--- config.mk ---
export PLATFORM = sky130hd
export DESIGN_NAME = layer_control
export DESIGN_NICKNAME = d
export VERILOG_FILES = /design/src/layer_pkg.sv /design/src/layer_control.sv /design/src/layer_sequencer.sv /design/src/failhole_sequencer.sv /design/src/sprite_walker.sv
export SDC_FILE = /design/constraint.sdc
export NUM_CORES = 1
export LEC_CHECK = 0
export BUFFER_PORTS_ARGS = -buffer_cell sky130_fd_sc_hd__buf_2
export CAP_MARGIN = 20
export CORE_MARGIN = 5
export CORE_UTILIZATION = 40
export DETAILED_ROUTE_END_ITERATION = 8
export PLACE_DENSITY_LB_ADDON = 0.25
export SLEW_MARGIN = 20
export SYNTH_ARGS = -nofsm -noshare
export SYNTH_HDL_FRONTEND = slang
export SYNTH_SLANG_ARGS = --single-unit
--- constraint.sdc ---
create_clock -name CLK -period 10.9 [get_ports CLK]
set_input_delay 0.545 -clock CLK [delete_from_list [all_inputs] [get_ports CLK]]
set_output_delay 0.545 -clock CLK [all_outputs]
set_load 0.03 [all_outputs]
--- src/layer_pkg.sv ---
package layer_pkg;

    // screen geometry in pixels
    localparam int SCREEN_WIDTH  = 320;
    localparam int SCREEN_HEIGHT = 180;

    // square sprites with a power-of-two side
    localparam int SPRITE_SIZE  = 32;
    localparam int SPRITE_BITS  = $clog2(SPRITE_SIZE);
    localparam int SPRITE_WORDS = SPRITE_SIZE * SPRITE_SIZE;

    localparam int COORD_BITS     = 10;
    localparam int FAILHOLE_COUNT = 7;
    localparam int FH_CNT_BITS    = $clog2(FAILHOLE_COUNT);

    // sprite buffer slots
    localparam int SPRITE_BG_INDEX = 0;
    localparam int SPRITE_BL_INDEX = 1;
    localparam int SPRITE_FH_INDEX = 2;
    localparam int SPRITE_WH_INDEX = 3;

    typedef logic [COORD_BITS-1:0] coord_t;
    typedef logic [15:0]           vram_addr_t;
    typedef logic [14:0]           sprite_addr_t;

    // hole 0 sits in the lowest coordinate slot
    typedef logic [FAILHOLE_COUNT*COORD_BITS-1:0] fh_pos_bus_t;

    typedef enum logic [2:0] {
        LAYER_IDLE,
        LAYER_BACKGROUND,
        LAYER_FAILHOLE,
        LAYER_WINHOLE,
        LAYER_BALL
    } layer_state_t;

endpackage
--- src/layer_control.sv ---
`timescale 1ns/1ps

module layer_control
    import layer_pkg::*;
(
    input  logic         CLK,
    input  logic         rst,
    input  logic         i_pix_stb,
    input  logic         i_screen_end,
    input  logic         i_start_menu,
    input  coord_t       i_bl_x,
    input  coord_t       i_bl_y,
    input  coord_t       i_wh_x,
    input  coord_t       i_wh_y,
    input  fh_pos_bus_t  i_fh_pos_x,
    input  fh_pos_bus_t  i_fh_pos_y,
    output vram_addr_t   o_screen_addr,
    output sprite_addr_t o_sprite_addr,
    output logic         o_drawing
);

    logic         frame_start;
    logic         bg_enable;
    logic         fh_enable;
    logic         wh_enable;
    logic         bl_enable;
    logic         bg_done;
    logic         fh_sprite_done;
    logic         fh_layer_done;
    logic         wh_done;
    logic         bl_done;
    logic         fh_restart;
    coord_t       fh_pos_x;
    coord_t       fh_pos_y;
    vram_addr_t   bg_screen_addr;
    vram_addr_t   fh_screen_addr;
    vram_addr_t   wh_screen_addr;
    vram_addr_t   bl_screen_addr;
    sprite_addr_t bg_sprite_addr;
    sprite_addr_t fh_sprite_addr;
    sprite_addr_t wh_sprite_addr;
    sprite_addr_t bl_sprite_addr;

    // full screen, tiled from the background slot
    sprite_walker #(
        .WIDTH       (SCREEN_WIDTH),
        .HEIGHT      (SCREEN_HEIGHT),
        .SPRITE_INDEX(SPRITE_BG_INDEX)
    ) u_bg_walker (
        .CLK          (CLK),
        .rst          (rst),
        .i_restart    (frame_start),
        .i_enable     (bg_enable),
        .i_pos_x      (coord_t'(0)),
        .i_pos_y      (coord_t'(0)),
        .o_screen_addr(bg_screen_addr),
        .o_sprite_addr(bg_sprite_addr),
        .o_done       (bg_done)
    );

    // one walker reused for every fail hole
    sprite_walker #(
        .SPRITE_INDEX(SPRITE_FH_INDEX)
    ) u_fh_walker (
        .CLK          (CLK),
        .rst          (rst),
        .i_restart    (fh_restart),
        .i_enable     (fh_enable),
        .i_pos_x      (fh_pos_x),
        .i_pos_y      (fh_pos_y),
        .o_screen_addr(fh_screen_addr),
        .o_sprite_addr(fh_sprite_addr),
        .o_done       (fh_sprite_done)
    );

    failhole_sequencer u_fh_seq (
        .CLK          (CLK),
        .rst          (rst),
        .i_frame_start(frame_start),
        .i_sprite_done(fh_sprite_done),
        .i_fh_pos_x   (i_fh_pos_x),
        .i_fh_pos_y   (i_fh_pos_y),
        .o_restart    (fh_restart),
        .o_pos_x      (fh_pos_x),
        .o_pos_y      (fh_pos_y),
        .o_layer_done (fh_layer_done)
    );

    sprite_walker #(
        .SPRITE_INDEX(SPRITE_WH_INDEX)
    ) u_wh_walker (
        .CLK          (CLK),
        .rst          (rst),
        .i_restart    (frame_start),
        .i_enable     (wh_enable),
        .i_pos_x      (i_wh_x),
        .i_pos_y      (i_wh_y),
        .o_screen_addr(wh_screen_addr),
        .o_sprite_addr(wh_sprite_addr),
        .o_done       (wh_done)
    );

    sprite_walker #(
        .SPRITE_INDEX(SPRITE_BL_INDEX)
    ) u_bl_walker (
        .CLK          (CLK),
        .rst          (rst),
        .i_restart    (frame_start),
        .i_enable     (bl_enable),
        .i_pos_x      (i_bl_x),
        .i_pos_y      (i_bl_y),
        .o_screen_addr(bl_screen_addr),
        .o_sprite_addr(bl_sprite_addr),
        .o_done       (bl_done)
    );

    layer_sequencer u_layer_seq (
        .CLK             (CLK),
        .rst             (rst),
        .i_pix_stb       (i_pix_stb),
        .i_screen_end    (i_screen_end),
        .i_start_menu    (i_start_menu),
        .i_bg_done       (bg_done),
        .i_fh_done       (fh_layer_done),
        .i_wh_done       (wh_done),
        .i_bl_done       (bl_done),
        .i_bg_screen_addr(bg_screen_addr),
        .i_bg_sprite_addr(bg_sprite_addr),
        .i_fh_screen_addr(fh_screen_addr),
        .i_fh_sprite_addr(fh_sprite_addr),
        .i_wh_screen_addr(wh_screen_addr),
        .i_wh_sprite_addr(wh_sprite_addr),
        .i_bl_screen_addr(bl_screen_addr),
        .i_bl_sprite_addr(bl_sprite_addr),
        .o_frame_start   (frame_start),
        .o_bg_enable     (bg_enable),
        .o_fh_enable     (fh_enable),
        .o_wh_enable     (wh_enable),
        .o_bl_enable     (bl_enable),
        .o_screen_addr   (o_screen_addr),
        .o_sprite_addr   (o_sprite_addr),
        .o_drawing       (o_drawing)
    );

endmodule

--- src/layer_sequencer.sv ---
`timescale 1ns/1ps

module layer_sequencer
    import layer_pkg::*;
(
    input  logic         CLK,
    input  logic         rst,
    input  logic         i_pix_stb,
    input  logic         i_screen_end,
    input  logic         i_start_menu,
    input  logic         i_bg_done,
    input  logic         i_fh_done,
    input  logic         i_wh_done,
    input  logic         i_bl_done,
    input  vram_addr_t   i_bg_screen_addr,
    input  sprite_addr_t i_bg_sprite_addr,
    input  vram_addr_t   i_fh_screen_addr,
    input  sprite_addr_t i_fh_sprite_addr,
    input  vram_addr_t   i_wh_screen_addr,
    input  sprite_addr_t i_wh_sprite_addr,
    input  vram_addr_t   i_bl_screen_addr,
    input  sprite_addr_t i_bl_sprite_addr,
    output logic         o_frame_start,
    output logic         o_bg_enable,
    output logic         o_fh_enable,
    output logic         o_wh_enable,
    output logic         o_bl_enable,
    output vram_addr_t   o_screen_addr,
    output sprite_addr_t o_sprite_addr,
    output logic         o_drawing
);

    layer_state_t state;
    layer_state_t state_next;
    logic         new_frame;

    assign new_frame     = i_pix_stb && i_screen_end;
    // frame end while drawing is dropped
    assign o_frame_start = (state == LAYER_IDLE) && new_frame;

    always_comb begin
        state_next = state;
        case (state)
            LAYER_IDLE: begin
                if (new_frame) begin
                    state_next = LAYER_BACKGROUND;
                end
            end
            LAYER_BACKGROUND: begin
                if (i_bg_done) begin
                    // start menu has no holes
                    state_next = i_start_menu ? LAYER_BALL : LAYER_FAILHOLE;
                end
            end
            LAYER_FAILHOLE: begin
                if (i_fh_done) begin
                    state_next = LAYER_WINHOLE;
                end
            end
            LAYER_WINHOLE: begin
                if (i_wh_done) begin
                    state_next = LAYER_BALL;
                end
            end
            LAYER_BALL: begin
                if (i_bl_done) begin
                    state_next = LAYER_IDLE;
                end
            end
            default: begin
                state_next = LAYER_IDLE;
            end
        endcase
    end

    always_ff @(posedge CLK) begin
        if (rst) begin
            state <= LAYER_IDLE;
        end else begin
            state <= state_next;
        end
    end

    assign o_bg_enable = (state == LAYER_BACKGROUND);
    assign o_fh_enable = (state == LAYER_FAILHOLE);
    assign o_wh_enable = (state == LAYER_WINHOLE);
    assign o_bl_enable = (state == LAYER_BALL);
    assign o_drawing   = (state != LAYER_IDLE);

    // address mux drives zero while idle
    always_comb begin
        case (state)
            LAYER_BACKGROUND: begin
                o_screen_addr = i_bg_screen_addr;
                o_sprite_addr = i_bg_sprite_addr;
            end
            LAYER_FAILHOLE: begin
                o_screen_addr = i_fh_screen_addr;
                o_sprite_addr = i_fh_sprite_addr;
            end
            LAYER_WINHOLE: begin
                o_screen_addr = i_wh_screen_addr;
                o_sprite_addr = i_wh_sprite_addr;
            end
            LAYER_BALL: begin
                o_screen_addr = i_bl_screen_addr;
                o_sprite_addr = i_bl_sprite_addr;
            end
            default: begin
                o_screen_addr = '0;
                o_sprite_addr = '0;
            end
        endcase
    end

endmodule

--- src/failhole_sequencer.sv ---
`timescale 1ns/1ps

module failhole_sequencer
    import layer_pkg::*;
(
    input  logic        CLK,
    input  logic        rst,
    input  logic        i_frame_start,
    input  logic        i_sprite_done,
    input  fh_pos_bus_t i_fh_pos_x,
    input  fh_pos_bus_t i_fh_pos_y,
    output logic        o_restart,
    output coord_t      o_pos_x,
    output coord_t      o_pos_y,
    output logic        o_layer_done
);

    logic [FH_CNT_BITS-1:0] fh_cnt;
    logic                   last_hole;
    logic                   next_hole;

    assign last_hole = (fh_cnt == FH_CNT_BITS'(FAILHOLE_COUNT - 1));
    assign next_hole = i_sprite_done && !last_hole;

    // walker restarts on a new frame and between holes
    assign o_restart    = i_frame_start || next_hole;
    assign o_layer_done = i_sprite_done && last_hole;

    always_ff @(posedge CLK) begin
        if (rst) begin
            fh_cnt <= '0;
        end else if (i_frame_start) begin
            fh_cnt <= '0;
        end else if (next_hole) begin
            fh_cnt <= fh_cnt + FH_CNT_BITS'(1);
        end
    end

    // current hole's slot out of the packed buses
    assign o_pos_x = i_fh_pos_x[fh_cnt * COORD_BITS +: COORD_BITS];
    assign o_pos_y = i_fh_pos_y[fh_cnt * COORD_BITS +: COORD_BITS];

endmodule

--- src/sprite_walker.sv ---
`timescale 1ns/1ps

module sprite_walker
    import layer_pkg::*;
#(
    parameter int WIDTH        = SPRITE_SIZE,
    parameter int HEIGHT       = SPRITE_SIZE,
    parameter int SPRITE_INDEX = 0
) (
    input  logic         CLK,
    input  logic         rst,
    input  logic         i_restart,
    input  logic         i_enable,
    input  coord_t       i_pos_x,
    input  coord_t       i_pos_y,
    output vram_addr_t   o_screen_addr,
    output sprite_addr_t o_sprite_addr,
    output logic         o_done
);

    coord_t       x_cnt;
    coord_t       y_cnt;
    logic         finished;
    logic         last_col;
    logic         last_pix;
    vram_addr_t   row;
    vram_addr_t   col;
    sprite_addr_t sprite_base;
    sprite_addr_t sprite_offset;

    assign last_col = (x_cnt == coord_t'(WIDTH - 1));
    assign last_pix = last_col && (y_cnt == coord_t'(HEIGHT - 1));
    assign o_done   = i_enable && !finished && last_pix;

    // steps x before y and holds the last pixel until restarted
    always_ff @(posedge CLK) begin
        if (rst) begin
            x_cnt    <= '0;
            y_cnt    <= '0;
            finished <= 1'b1;
        end else if (i_restart) begin
            x_cnt    <= '0;
            y_cnt    <= '0;
            finished <= 1'b0;
        end else if (i_enable && !finished) begin
            if (last_pix) begin
                finished <= 1'b1;
            end else if (last_col) begin
                x_cnt <= '0;
                y_cnt <= y_cnt + coord_t'(1);
            end else begin
                x_cnt <= x_cnt + coord_t'(1);
            end
        end
    end

    assign row           = vram_addr_t'(i_pos_y) + vram_addr_t'(y_cnt);
    assign col           = vram_addr_t'(i_pos_x) + vram_addr_t'(x_cnt);
    assign o_screen_addr = row * vram_addr_t'(SCREEN_WIDTH) + col;

    // low counter bits give the mod that tiles the background
    assign sprite_base   = sprite_addr_t'(SPRITE_INDEX * SPRITE_WORDS);
    assign sprite_offset = sprite_addr_t'({y_cnt[SPRITE_BITS-1:0], x_cnt[SPRITE_BITS-1:0]});
    assign o_sprite_addr = sprite_base + sprite_offset;

endmodule

# Yosys cells after proc, flatten, opt, wreduce, memory -nomap -nowiden
# Cells that the tools add are included.
[op_classes]
shifts = 2
add_sub_neg = 22
n_eq_ne = 18
reduce_logical = 47
bitwise = 4
multipliers = 5
muxes = 25
[ops]
columns = ["cell", "count"]
rows = [
  ["70-bit by 8-bit variable part select with 10-bit output", 2],
  ["10-bit by 1-bit adder with 10-bit output (second input constant)", 8],
  ["10-bit by 10-bit adder with 11-bit output", 6],
  ["16-bit one-hot mux with 4 select lines", 1],
  ["10-bit by 5-bit equality test with 1-bit output (second input constant)", 6],
  ["13-bit one-hot mux with 4 select lines", 1],
  ["16-bit adder", 3],
  ["16-bit by 3-bit multiplier with 10-bit output (second input constant)", 3],
  ["10-bit 2-to-1 mux", 4],
  ["12-bit by 10-bit adder with 13-bit output (first input constant)", 2],
  ["3-bit 2-to-1 mux", 6],
  ["16-bit by 10-bit adder with 16-bit output", 1],
  ["1-bit logical AND", 16],
  ["2-bit AND reduction", 8],
  ["2-bit nonzero test", 8],
  ["3-bit one-hot mux with 5 select lines", 1],
  ["11-bit by 10-bit adder with 12-bit output (first input constant)", 1],
  ["1-bit 2-to-1 mux", 12],
  ["3-bit AND reduction", 4],
  ["10-bit by 8-bit equality test with 1-bit output (second input constant)", 1],
  ["10-bit by 9-bit equality test with 1-bit output (second input constant)", 1],
  ["10-bit by 3-bit multiplier with 10-bit output (second input constant)", 1],
  ["3-bit by 2-bit equality test with 1-bit output (second input constant)", 2],
  ["3-bit equality test (second input constant)", 2],
  ["12 further kinds", 23],
]
[totals]
inputBits = 185
output_inout_bits = 32
ff_bits = 90
word_cells = 137

# Longest topological paths before layout
# Gate-level depths: netlist (run 1).
[logic_depth]
depth_word = 7
ltp_mapped = 27
ltp_nobuf = 25

# Modules after synthesis
# Synthesis (run 1) repeated with hierarchy kept, for this count alone.
[hier_totals]
hier_cells = 1544
area_unflattened_um2 = 12622.1
[by_module_without_submodules]
columns = ["mod", "cells_each", "seq_area_each_um2", "area_per_inst_um2", "instances"]
rows = [
  ["sprite_walker (u_bl_walker ...)", 299, 420.4, 2486.1, 2],
  ["sprite_walker (u_bg_walker)", 319, 420.4, 2571.2, 1],
  ["sprite_walker (u_wh_walker)", 302, 420.4, 2511.2, 1],
  ["failhole_sequencer", 177, 60.1, 1436.4, 1],
  ["layer_sequencer", 147, 60.1, 1127.3, 1],
  ["layer_control", 1, 0.0, 3.8, 1],
]

# Worst setup path after synthesis (run 1)
# Ideal clock, no wire load.
[synth_path]
path_kind = "register to output"
start = "register u_fh_seq.fh_cnt[1]"
end = "output port o_screen_addr[14]"
path_stages_with_launch = 25
path_slack_ns = 4.803
n_path_buf = 3
required_ns = 10.355
arrival_ns = 5.552
path_cell_list = "dfxtp_1 -> buf_2 -> buf_1 -> nor2_1 -> clkbuf_1 -> a21oi_1 -> a21oi_1 -> ha_1 -> inv_1 -> fa_1 -> nor2b_1 -> o21ai_0 -> a21boi_0 -> nor2_1 -> ha_1 -> inv_1 -> fa_1 -> inv_1 -> ha_1 -> nor2b_1 -> o21a_1 -> or4b_2 -> xor2_1 -> a22oi_1 -> o221ai_1"
[synth_via]
elab_chain_cells = 6
elab_cells_between_ends = 8
classes_between = "add/sub: 3; mul: 2; shift: 2; mux: 1"
[synth_lines]
columns = ["item", "line_no", "rtl"]
rows = [
  ["start, declared", "failhole_sequencer.sv:18", "logic [FH_CNT_BITS-1:0] fh_cnt;"],
  ["start signal, assigned", "failhole_sequencer.sv:35", "fh_cnt <= fh_cnt + FH_CNT_BITS'(1);"],
  ["3-bit by 3-bit multiplier with 6-bit output (*)", "failhole_sequencer.sv:40, failhole_sequencer.sv:41", ""],
  ["70-bit by 8-bit variable part select with 10-bit output", "failhole_sequencer.sv:41", "assign o_pos_y = i_fh_pos_y[fh_cnt * COORD_BITS +: COORD_BITS];"],
  ["10-bit by 10-bit adder with 11-bit output", "sprite_walker.sv:57", "assign row = vram_addr_t'(i_pos_y) + vram_addr_t'(y_cnt);"],
  ["16-bit by 3-bit multiplier with 10-bit output", "sprite_walker.sv:59", "assign o_screen_addr = row * vram_addr_t'(SCREEN_WIDTH) + col;"],
  ["16-bit adder (*)", "sprite_walker.sv:59", ""],
  ["16-bit one-hot mux with 4 select lines (*)", "layer_sequencer.sv:92", "case (state)"],
  ["end, declared", "layer_control.sv:17", "output vram_addr_t o_screen_addr,"],
]
# Mark *: on every way between the ends. The rest lies on a longest branch, timed or not.

# Worst setup path in the final report (run 1)
[layout_path]
start = "register u_fh_seq.fh_cnt[0]"
end = "output port o_screen_addr[14]"
# The elaborated chain is that of the path after synthesis.

==> results of run 1 <==
## layout make-up
cell class / instances / share of cell area, %
well taps: 335 / 3.47
clock inverters: 7 / 0.767
inverters: 63 / 1.96
repair buffers: 218 / 9.14
flip-flops and latches: 90 / 14.9
multi-input cells: 1083 / 67.8
clock buffers: 9 / 1.87
## cells by family (layout without fill, tap and decap cells)
| logic type | after synthesis | after routing | share of synthesized area [%] |
|---|---|---|---|
| AND/OR/NAND/NOR | 435 | 435 | 20.9 |
| AO/OA/AOI/OAI | 290 | 290 | 17.9 |
| adder cells (fa/ha/maj) | 152 | 152 | 19.3 |
| XOR/XNOR | 146 | 146 | 12.6 |
| buffers and inverters | 104 | 297 | 3.99 |
| flip-flops | 90 | 90 | 17.3 |
| multiplexers | 57 | 57 | 7.91 |
| other | 1 | 3 | 0.0361 |
## cells in the final DEF (no fill, tap or decap), drive strengths merged, types with 6 or more instances in the layout
cell type and count:
o21ai 49, a21boi 6, nor4 8, xor2 66
a31oi 11, nor3 30, a21o 18, nand2 61
dfxtp 90, a22o 6, and3 19, a21oi 113
fa 14, o211ai 6, xnor2 78, inv 64
mux2i 36, nand3 28, nand2b 13, nor2 175
o21bai 18, a221o 11, a22oi 11, mux4 20
o21a 11, clkbuf 9, nor2b 19, buf 218
ha 138, or3 15, nand4 32, o22ai 6
## path summary, 6_finish.rpt
kind                          endpoint  cells after the start
setup / recovery     o_screen_addr[14]                     25
hold / removal    u_layer_seq.state[2]                      2
setup reg to reg  u_bl_walker.y_cnt[9]                      8
hold reg to reg   u_bl_walker.y_cnt[7]                      2
## flip-flops by register name (all words and copies together), names as in the netlist, 3 cells and up
signal / count
u_layer_seq.state: 3
u_fh_seq.fh_cnt: 3
u_wh_walker.y_cnt: 10
u_fh_walker.y_cnt: 10
u_bg_walker.y_cnt: 10
u_fh_walker.x_cnt: 10
u_bl_walker.x_cnt: 10
u_wh_walker.x_cnt: 10
u_bg_walker.x_cnt: 10
u_bl_walker.y_cnt: 10
## through the flow
| stage | total power [mW] | util, % | std cells |
|---|---|---|---|
| 2_1_floorplan | 0.686 | - | 1277 |
| 3_3_place_gp | 0.826 | 45.5 | 1789 |
| 3_5_place_dp | 0.829 | 45.5 | 1789 |
| 4_1_cts | 1.18 | 46.7 | 1805 |
| 5_1_grt | 1.24 | 46.7 | 1805 |
| 6_report | 1.18 | 46.7 | 1805 |
## per-layer routing
metal	track usage (%)	wire length [um]	vias up	part of all wire, %
li1	-	-	4996	-
met1	28.5	14200	4513	46
met2	33.4	13600	321	44
met3	3.56	2040	47	6.6
met4	7.13	986	0	3.2
met5	0	0	-	0
## power breakdown
group	leakage, nW	internal (mW)	switching (mW)
logic	4.55	0.179	0.290
registers	0.727	0.336	0.0236
clock network	0.160	0.201	0.146
total	5.44	0.716	0.460
==> run summary, run 1 <==
The die height came out at 171 um. The final worst setup slack is 4120 ps. The count of pins over their slew limit was 0.

The number of H-tree branching levels is 3. The worst setup path is launched from a flip-flop. The kind of cell with the highest combined delay along the critical path is adder cells.

The share of Yosys cell area claimed by the top area cell type is 17.3%. Clock tree synthesis inserted a total of 9 buffers. Summed over all instances, the cell type with the most area after synthesis is sky130_fd_sc_hd__dfxtp_1. The total power per unit cell area came out at 97.4 nW/um^2. The area of all placed cells without fillers came out at 12100 sq um. The time the worst path needs with I/O delays and setup is 6780 ps. The number of storage elements in the synthesis netlist is 90. The global placement routability congestion came out at 0.920. The count of buffers added on input and output ports is 213.

The final route contains 9877 vias. The number of buffers and inverters on the critical path is 7. Setup repair after global routing left no endpoint under its margin. The clock slew seen by the registers of the worst setup and hold paths came out at 70 ps. Once the floorplan was initialized, standard cells occupied 40.2% of the core. By area the synthesized netlist is led by sky130_fd_sc_hd__dfxtp_1 (17%), sky130_fd_sc_hd__ha_1 (17%), sky130_fd_sc_hd__xnor2_1 (6.6%). The arrival time at the worst endpoint came out at 6240 ps. Setup violations remaining at the end of the flow were counted as 0. The share of synthesized registers carrying an async set or reset is 0%. Between clock sinks in the finished design, the worst skew comes to 10.5 ps. The post-route clock period utilization came out at 62.2%. The startpoint identified for the worst register-to-register timing path is u_layer_seq.state[0]. The number of global-route vias before repair is 9639. The maximum achievable frequency is 0.147 GHz.

In this run the worst setup path begins at u_fh_seq.fh_cnt[0]. The total congestion overflow came out at 0. After technology mapping, the gate count stands at 1275. The number of max-cap violations is 0. Sequential elements use 17.3% of the synthesized area. The number of buffers on the longest clock path came out at 2.

Buffers added to address setup during post-CTS repair amount to 0. The repair_antennas step left the layout with diodes totalling 0. The placeable core region came out at 25800 sq um. After detailed routing, the number of remaining DRC violations is 0. The netlist area before placement is 10400 sq um. The post-cts gate resize count is 0. The delay of the slowest critical-path stage came out at 610 ps. The flow ran to the end, and the final reports show no timing, DRC or antenna violations. The total number of placement rows came out at 59.

The number of enable flip-flop cells after synthesis came out at 0. The yosys synthesis warning count is 0. Measured against its own limit, the worst slew margin works out to 28.7%. The maximum vdd drop is 0.0000835 V.

The number of different library cells in the post-synthesis netlist came out at 70. The number of antenna violations at the first check in global routing came out at 0. The number of search-and-repair iterations in the first detailed-routing pass is 5. The area growth from synthesis to layout is 16.1%.

The final hold violation count came to 0. The analysis attributes to cell leakage a power of 5.44 nW. The global-route wire length before repair is 49100 um.

217 I/O pins were placed. The category of the worst setup path capture point is an output pin. The CTS tree is done.

The worst hold path belongs to the class input pin to flip-flop. The post-route antenna net violation count is 0. The total area of multi-input combinational cells is 8190 sq um. The worst min-delay path startpoint is rst. Counting the fill cells in the layout gives 2622. By count the netlist is led by sky130_fd_sc_hd__nor2_1 (175), sky130_fd_sc_hd__ha_1 (138), sky130_fd_sc_hd__a21oi_1 (112).

The clock reaches the later pin of the worst-skew pair after 360 ps. The via density per instance came out at 5.47. Across every metal layer, demand over resource in global routing totals 20.8%.

The required arrival time at the worst endpoint came out at 10360 ps. The most used cell along the critical path is sky130_fd_sc_hd__inv_1. The die covers 29300 sq um.

The post-route netlist has 18.8% of its cells at a drive strength greater than 1. In this run the clock root is driven by a sky130_fd_sc_hd__clkbuf_16. The critical path is of the flip-flop to output pin type.

The routed design has 30900 um of wire. The hold slack came out at 461 ps. The measured slew at the worst slew-check pin came out at 1070 ps. The most common cell in the netlist is sky130_fd_sc_hd__nor2_1. The placement-stage worst setup slack is 4500 ps.

The CTS sink count came out at 90. For the final routed database, the setup TNS stands at 0 ps. From left edge to right edge, the die measures 171 um.

The number of nets in the layout is 1802. The half-perimeter wire length after placement is 25700 um. The most used flip-flop cell after synthesis is sky130_fd_sc_hd__dfxtp_1.

The cell type of the slowest stage on the worst timing path is sky130_fd_sc_hd__or4b_2. The pin count of the biggest net entering global routing came out at 47. Of all nets on the critical path, the largest fanout is 41. Across all register-to-register paths, the minimum setup slack is 7700 ps. After the first detailed-routing iteration, the DRC count stood at 737.

Once placement finished, the instance area stood at 11800 sq um. The mean instance size in the synthesized netlist is 8.15 sq um. Dividing the detail-routed wire length by the instance count gives 17.1 um. The number of hold buffers added after CTS came out at 0. The area taken by flip-flops and latches came out at 1800 sq um.
No activity file was read; power rests on OpenSTA's default activity.
==> run 2, diff against run 1 <==
==> constraint.sdc (replaced) <==
create_clock -name CLK -period 5.8 [get_ports CLK]
set_input_delay 0.29 -clock CLK [delete_from_list [all_inputs] [get_ports CLK]]
set_output_delay 0.29 -clock CLK [all_outputs]
set_load 0.03 [all_outputs]
==> run summary, run 2 (synthesis results as in run 1) <==
The final number of setup-violating endpoints is 0. The number of global-route vias before repair is 9651. The final worst setup slack came out at 171 ps. The relative slew slack is 28.6%. The total power per unit cell area came out at 179 nW/um^2.

The placement-stage worst setup slack is 193 ps. The arrival time at the worst endpoint is 5340 ps. In the layout the commonest cells are sky130_fd_sc_hd__buf_2 (211), sky130_fd_sc_hd__nor2_1 (171), sky130_fd_sc_hd__ha_1 (135), sky130_fd_sc_hd__a21oi_1 (107), sky130_fd_sc_hd__dfxtp_1 (88). The flow ran to the end, and the final reports show no timing, DRC or antenna violations. In the final timing run, aggregate negative setup slack is 0 ps.

The maximum fanout count along the critical path came out at 8. The number of max-cap violations came out at 0. The number of hold buffers added after CTS came out at 0. The total wire length is 31700 um. The number of antenna violations at the first check in global routing came out at 0. The critical path depth is 24. The count of pins over their slew limit is 0.

Summed over all cells, the static leakage comes to 5.56 nW. The clock passes through at most 2 buffers. The repair_antennas step left the layout with diodes totalling 0. The DRC violation count after routing is 0. The number of H-tree branching levels is 3. After clock tree synthesis, the clock-pin slew on the worst setup and hold paths is 70 ps. The maximum achievable frequency is 0.178 GHz. The pin count of the biggest net entering global routing is 47. The first TritonRoute pass finished after 7 iterations. The final hold violation count is 0.

The post-route antenna net violation count came out at 0. The via density per instance is 5.48. Once the floorplan was initialized, standard cells occupied 40.2% of the core.

TritonCTS built the clock tree. Counting cells, the worst reg-to-reg path comes to 7. The area growth from synthesis to layout is 19.2%. The setup path with the least slack is of type flip-flop to output pin. The required arrival time at the worst endpoint is 5510 ps. The half-perimeter wire length after placement is 26200 um. Among cell families on the critical path, the largest total delay comes from compound AO/OA/AOI/OAI gates.

The count of routing violations after the opening detailed-route iteration is 589. The count of buffers added on input and output ports is 213. In the final routed layout, each cell accounts on average for 17.3 um.

After global routing the overflow that remains totals 0. The die boundary width came out at 171 um. The critical path startpoint category is a flip-flop. The hold slack came out at 209 ps. The number of non-filler instances in the completed layout came out at 1827.

Global routing used 21.0% of the available tracks. The clock net in this run drives a total of 90 sinks. The category of the worst setup path capture point is an output pin.

At the pin with the least slew margin, the transition time is 1070 ps. The total area inside the core boundary comes to 25800 sq um. The worst-skew pair later-pin latency is 360 ps. The die height is 171 um. The sum of buffers and inverters on the critical path is 3. The number of nets in the layout came out at 1824.

The share of cells above drive strength 1 came out at 21.5%. The die covers 29300 sq um. The clock buffer count from CTS is 9. 217 I/O pins were placed. The post-route clock period utilization came out at 97.1%. Routability-driven placement finished with a final weighted congestion of 0.887.

The global-route wire length before repair is 49200 um. The total number of placement rows came out at 59. The routed layout has 10000 vias. The worst setup skew after layout came out at 8.16 ps. The time the worst path needs with I/O delays and setup is 5630 ps. The delay of the slowest critical-path stage came out at 500 ps. Clock tree synthesis selected as its root buffer the cell sky130_fd_sc_hd__clkbuf_16. The most frequent standard cell in the layout excluding fill and tap cells is sky130_fd_sc_hd__buf_2. For this design, the slowest cell found on the critical path is sky130_fd_sc_hd__mux4_2. The worst hold path stage count is 2. The instance count after placement with tap cells included is 1797. The tightest min-delay check is of the input pin to flip-flop type. Walking the worst path, the cells encountered are buf_6, mux4_2, nor2_2, a21oi_1, ha_1, nor2b_2, o21ai_2, a21boi_2, o21a_1, nor2_2, o21bai_1, a21oi_1, xnor2_1, ha_1, ha_4, inv_2, and3_1, a211o_1, a311oi_4, nor3_2, xnor3_1, mux2i_2, nand4_1, buf_6. The design draws 2.22 mW. The maximum vdd drop came out at 0.000162 V. Setup repair after global routing could not meet its margin everywhere.
-- run 2: worst paths after layout --
check                       startpoint              endpoint  slack (ps)
setup / recovery    u_fh_seq.fh_cnt[0]     o_screen_addr[15]         170
hold / removal                     rst  u_layer_seq.state[2]         210
setup reg to reg  u_layer_seq.state[0]  u_bl_walker.y_cnt[7]        2600
hold reg to reg   u_wh_walker.finished  u_wh_walker.finished         520
-- run 2: area by class of cell --
class,instances,area [sq um]
clock buffers,12,246
well taps,335,419
fillers,2605,13400
inverters,63,236
repair buffers,240,1300
flip-flops and latches,90,1810
multi-input cells,1083,8330
clock inverters,4,51.3
-- run 2: metal layers --
metal / GRT usage (%) / vias to the layer above / routed length (um)
met5: 0 / - / 0
met4: 8.23 / 0 / 1020
li1: - / 5034 / -
met2: 34.2 / 322 / 14500
met3: 2.85 / 46 / 2080
met1: 28.1 / 4619 / 14100
-- run 2: power by group --
group,leakage (nW),internal [mW],total [mW],switching (mW)
clock,0.143,0.347,0.622,0.275
sequential,0.727,0.631,0.676,0.0457
combinational,4.69,0.355,0.918,0.563
total,5.56,1.33,2.22,0.884
-- run 2: repair_timing --
| action | in CTS | in global routing |
|---|---|---|
| endpoints found under the setup margin | 2 | 3 |
| gates resized for setup | 8 | 30 |
| pin swaps | 0 | 9 |
| hold endpoints to repair | 0 | 0 |
| setup buffers | 0 | 14 |
| gates cloned | 0 | 0 |
-- run 2: stage by stage --
| step | cell area [sq um] | utilization [%] |
|---|---|---|
| after floorplan | 10400 | - |
| after global placement | 11800 | 45.8 |
| after detailed placement | 11800 | 45.8 |
| after CTS | 12200 | 47.0 |
| after global routing | 12400 | 48.0 |
| final | 12400 | 48.0 |
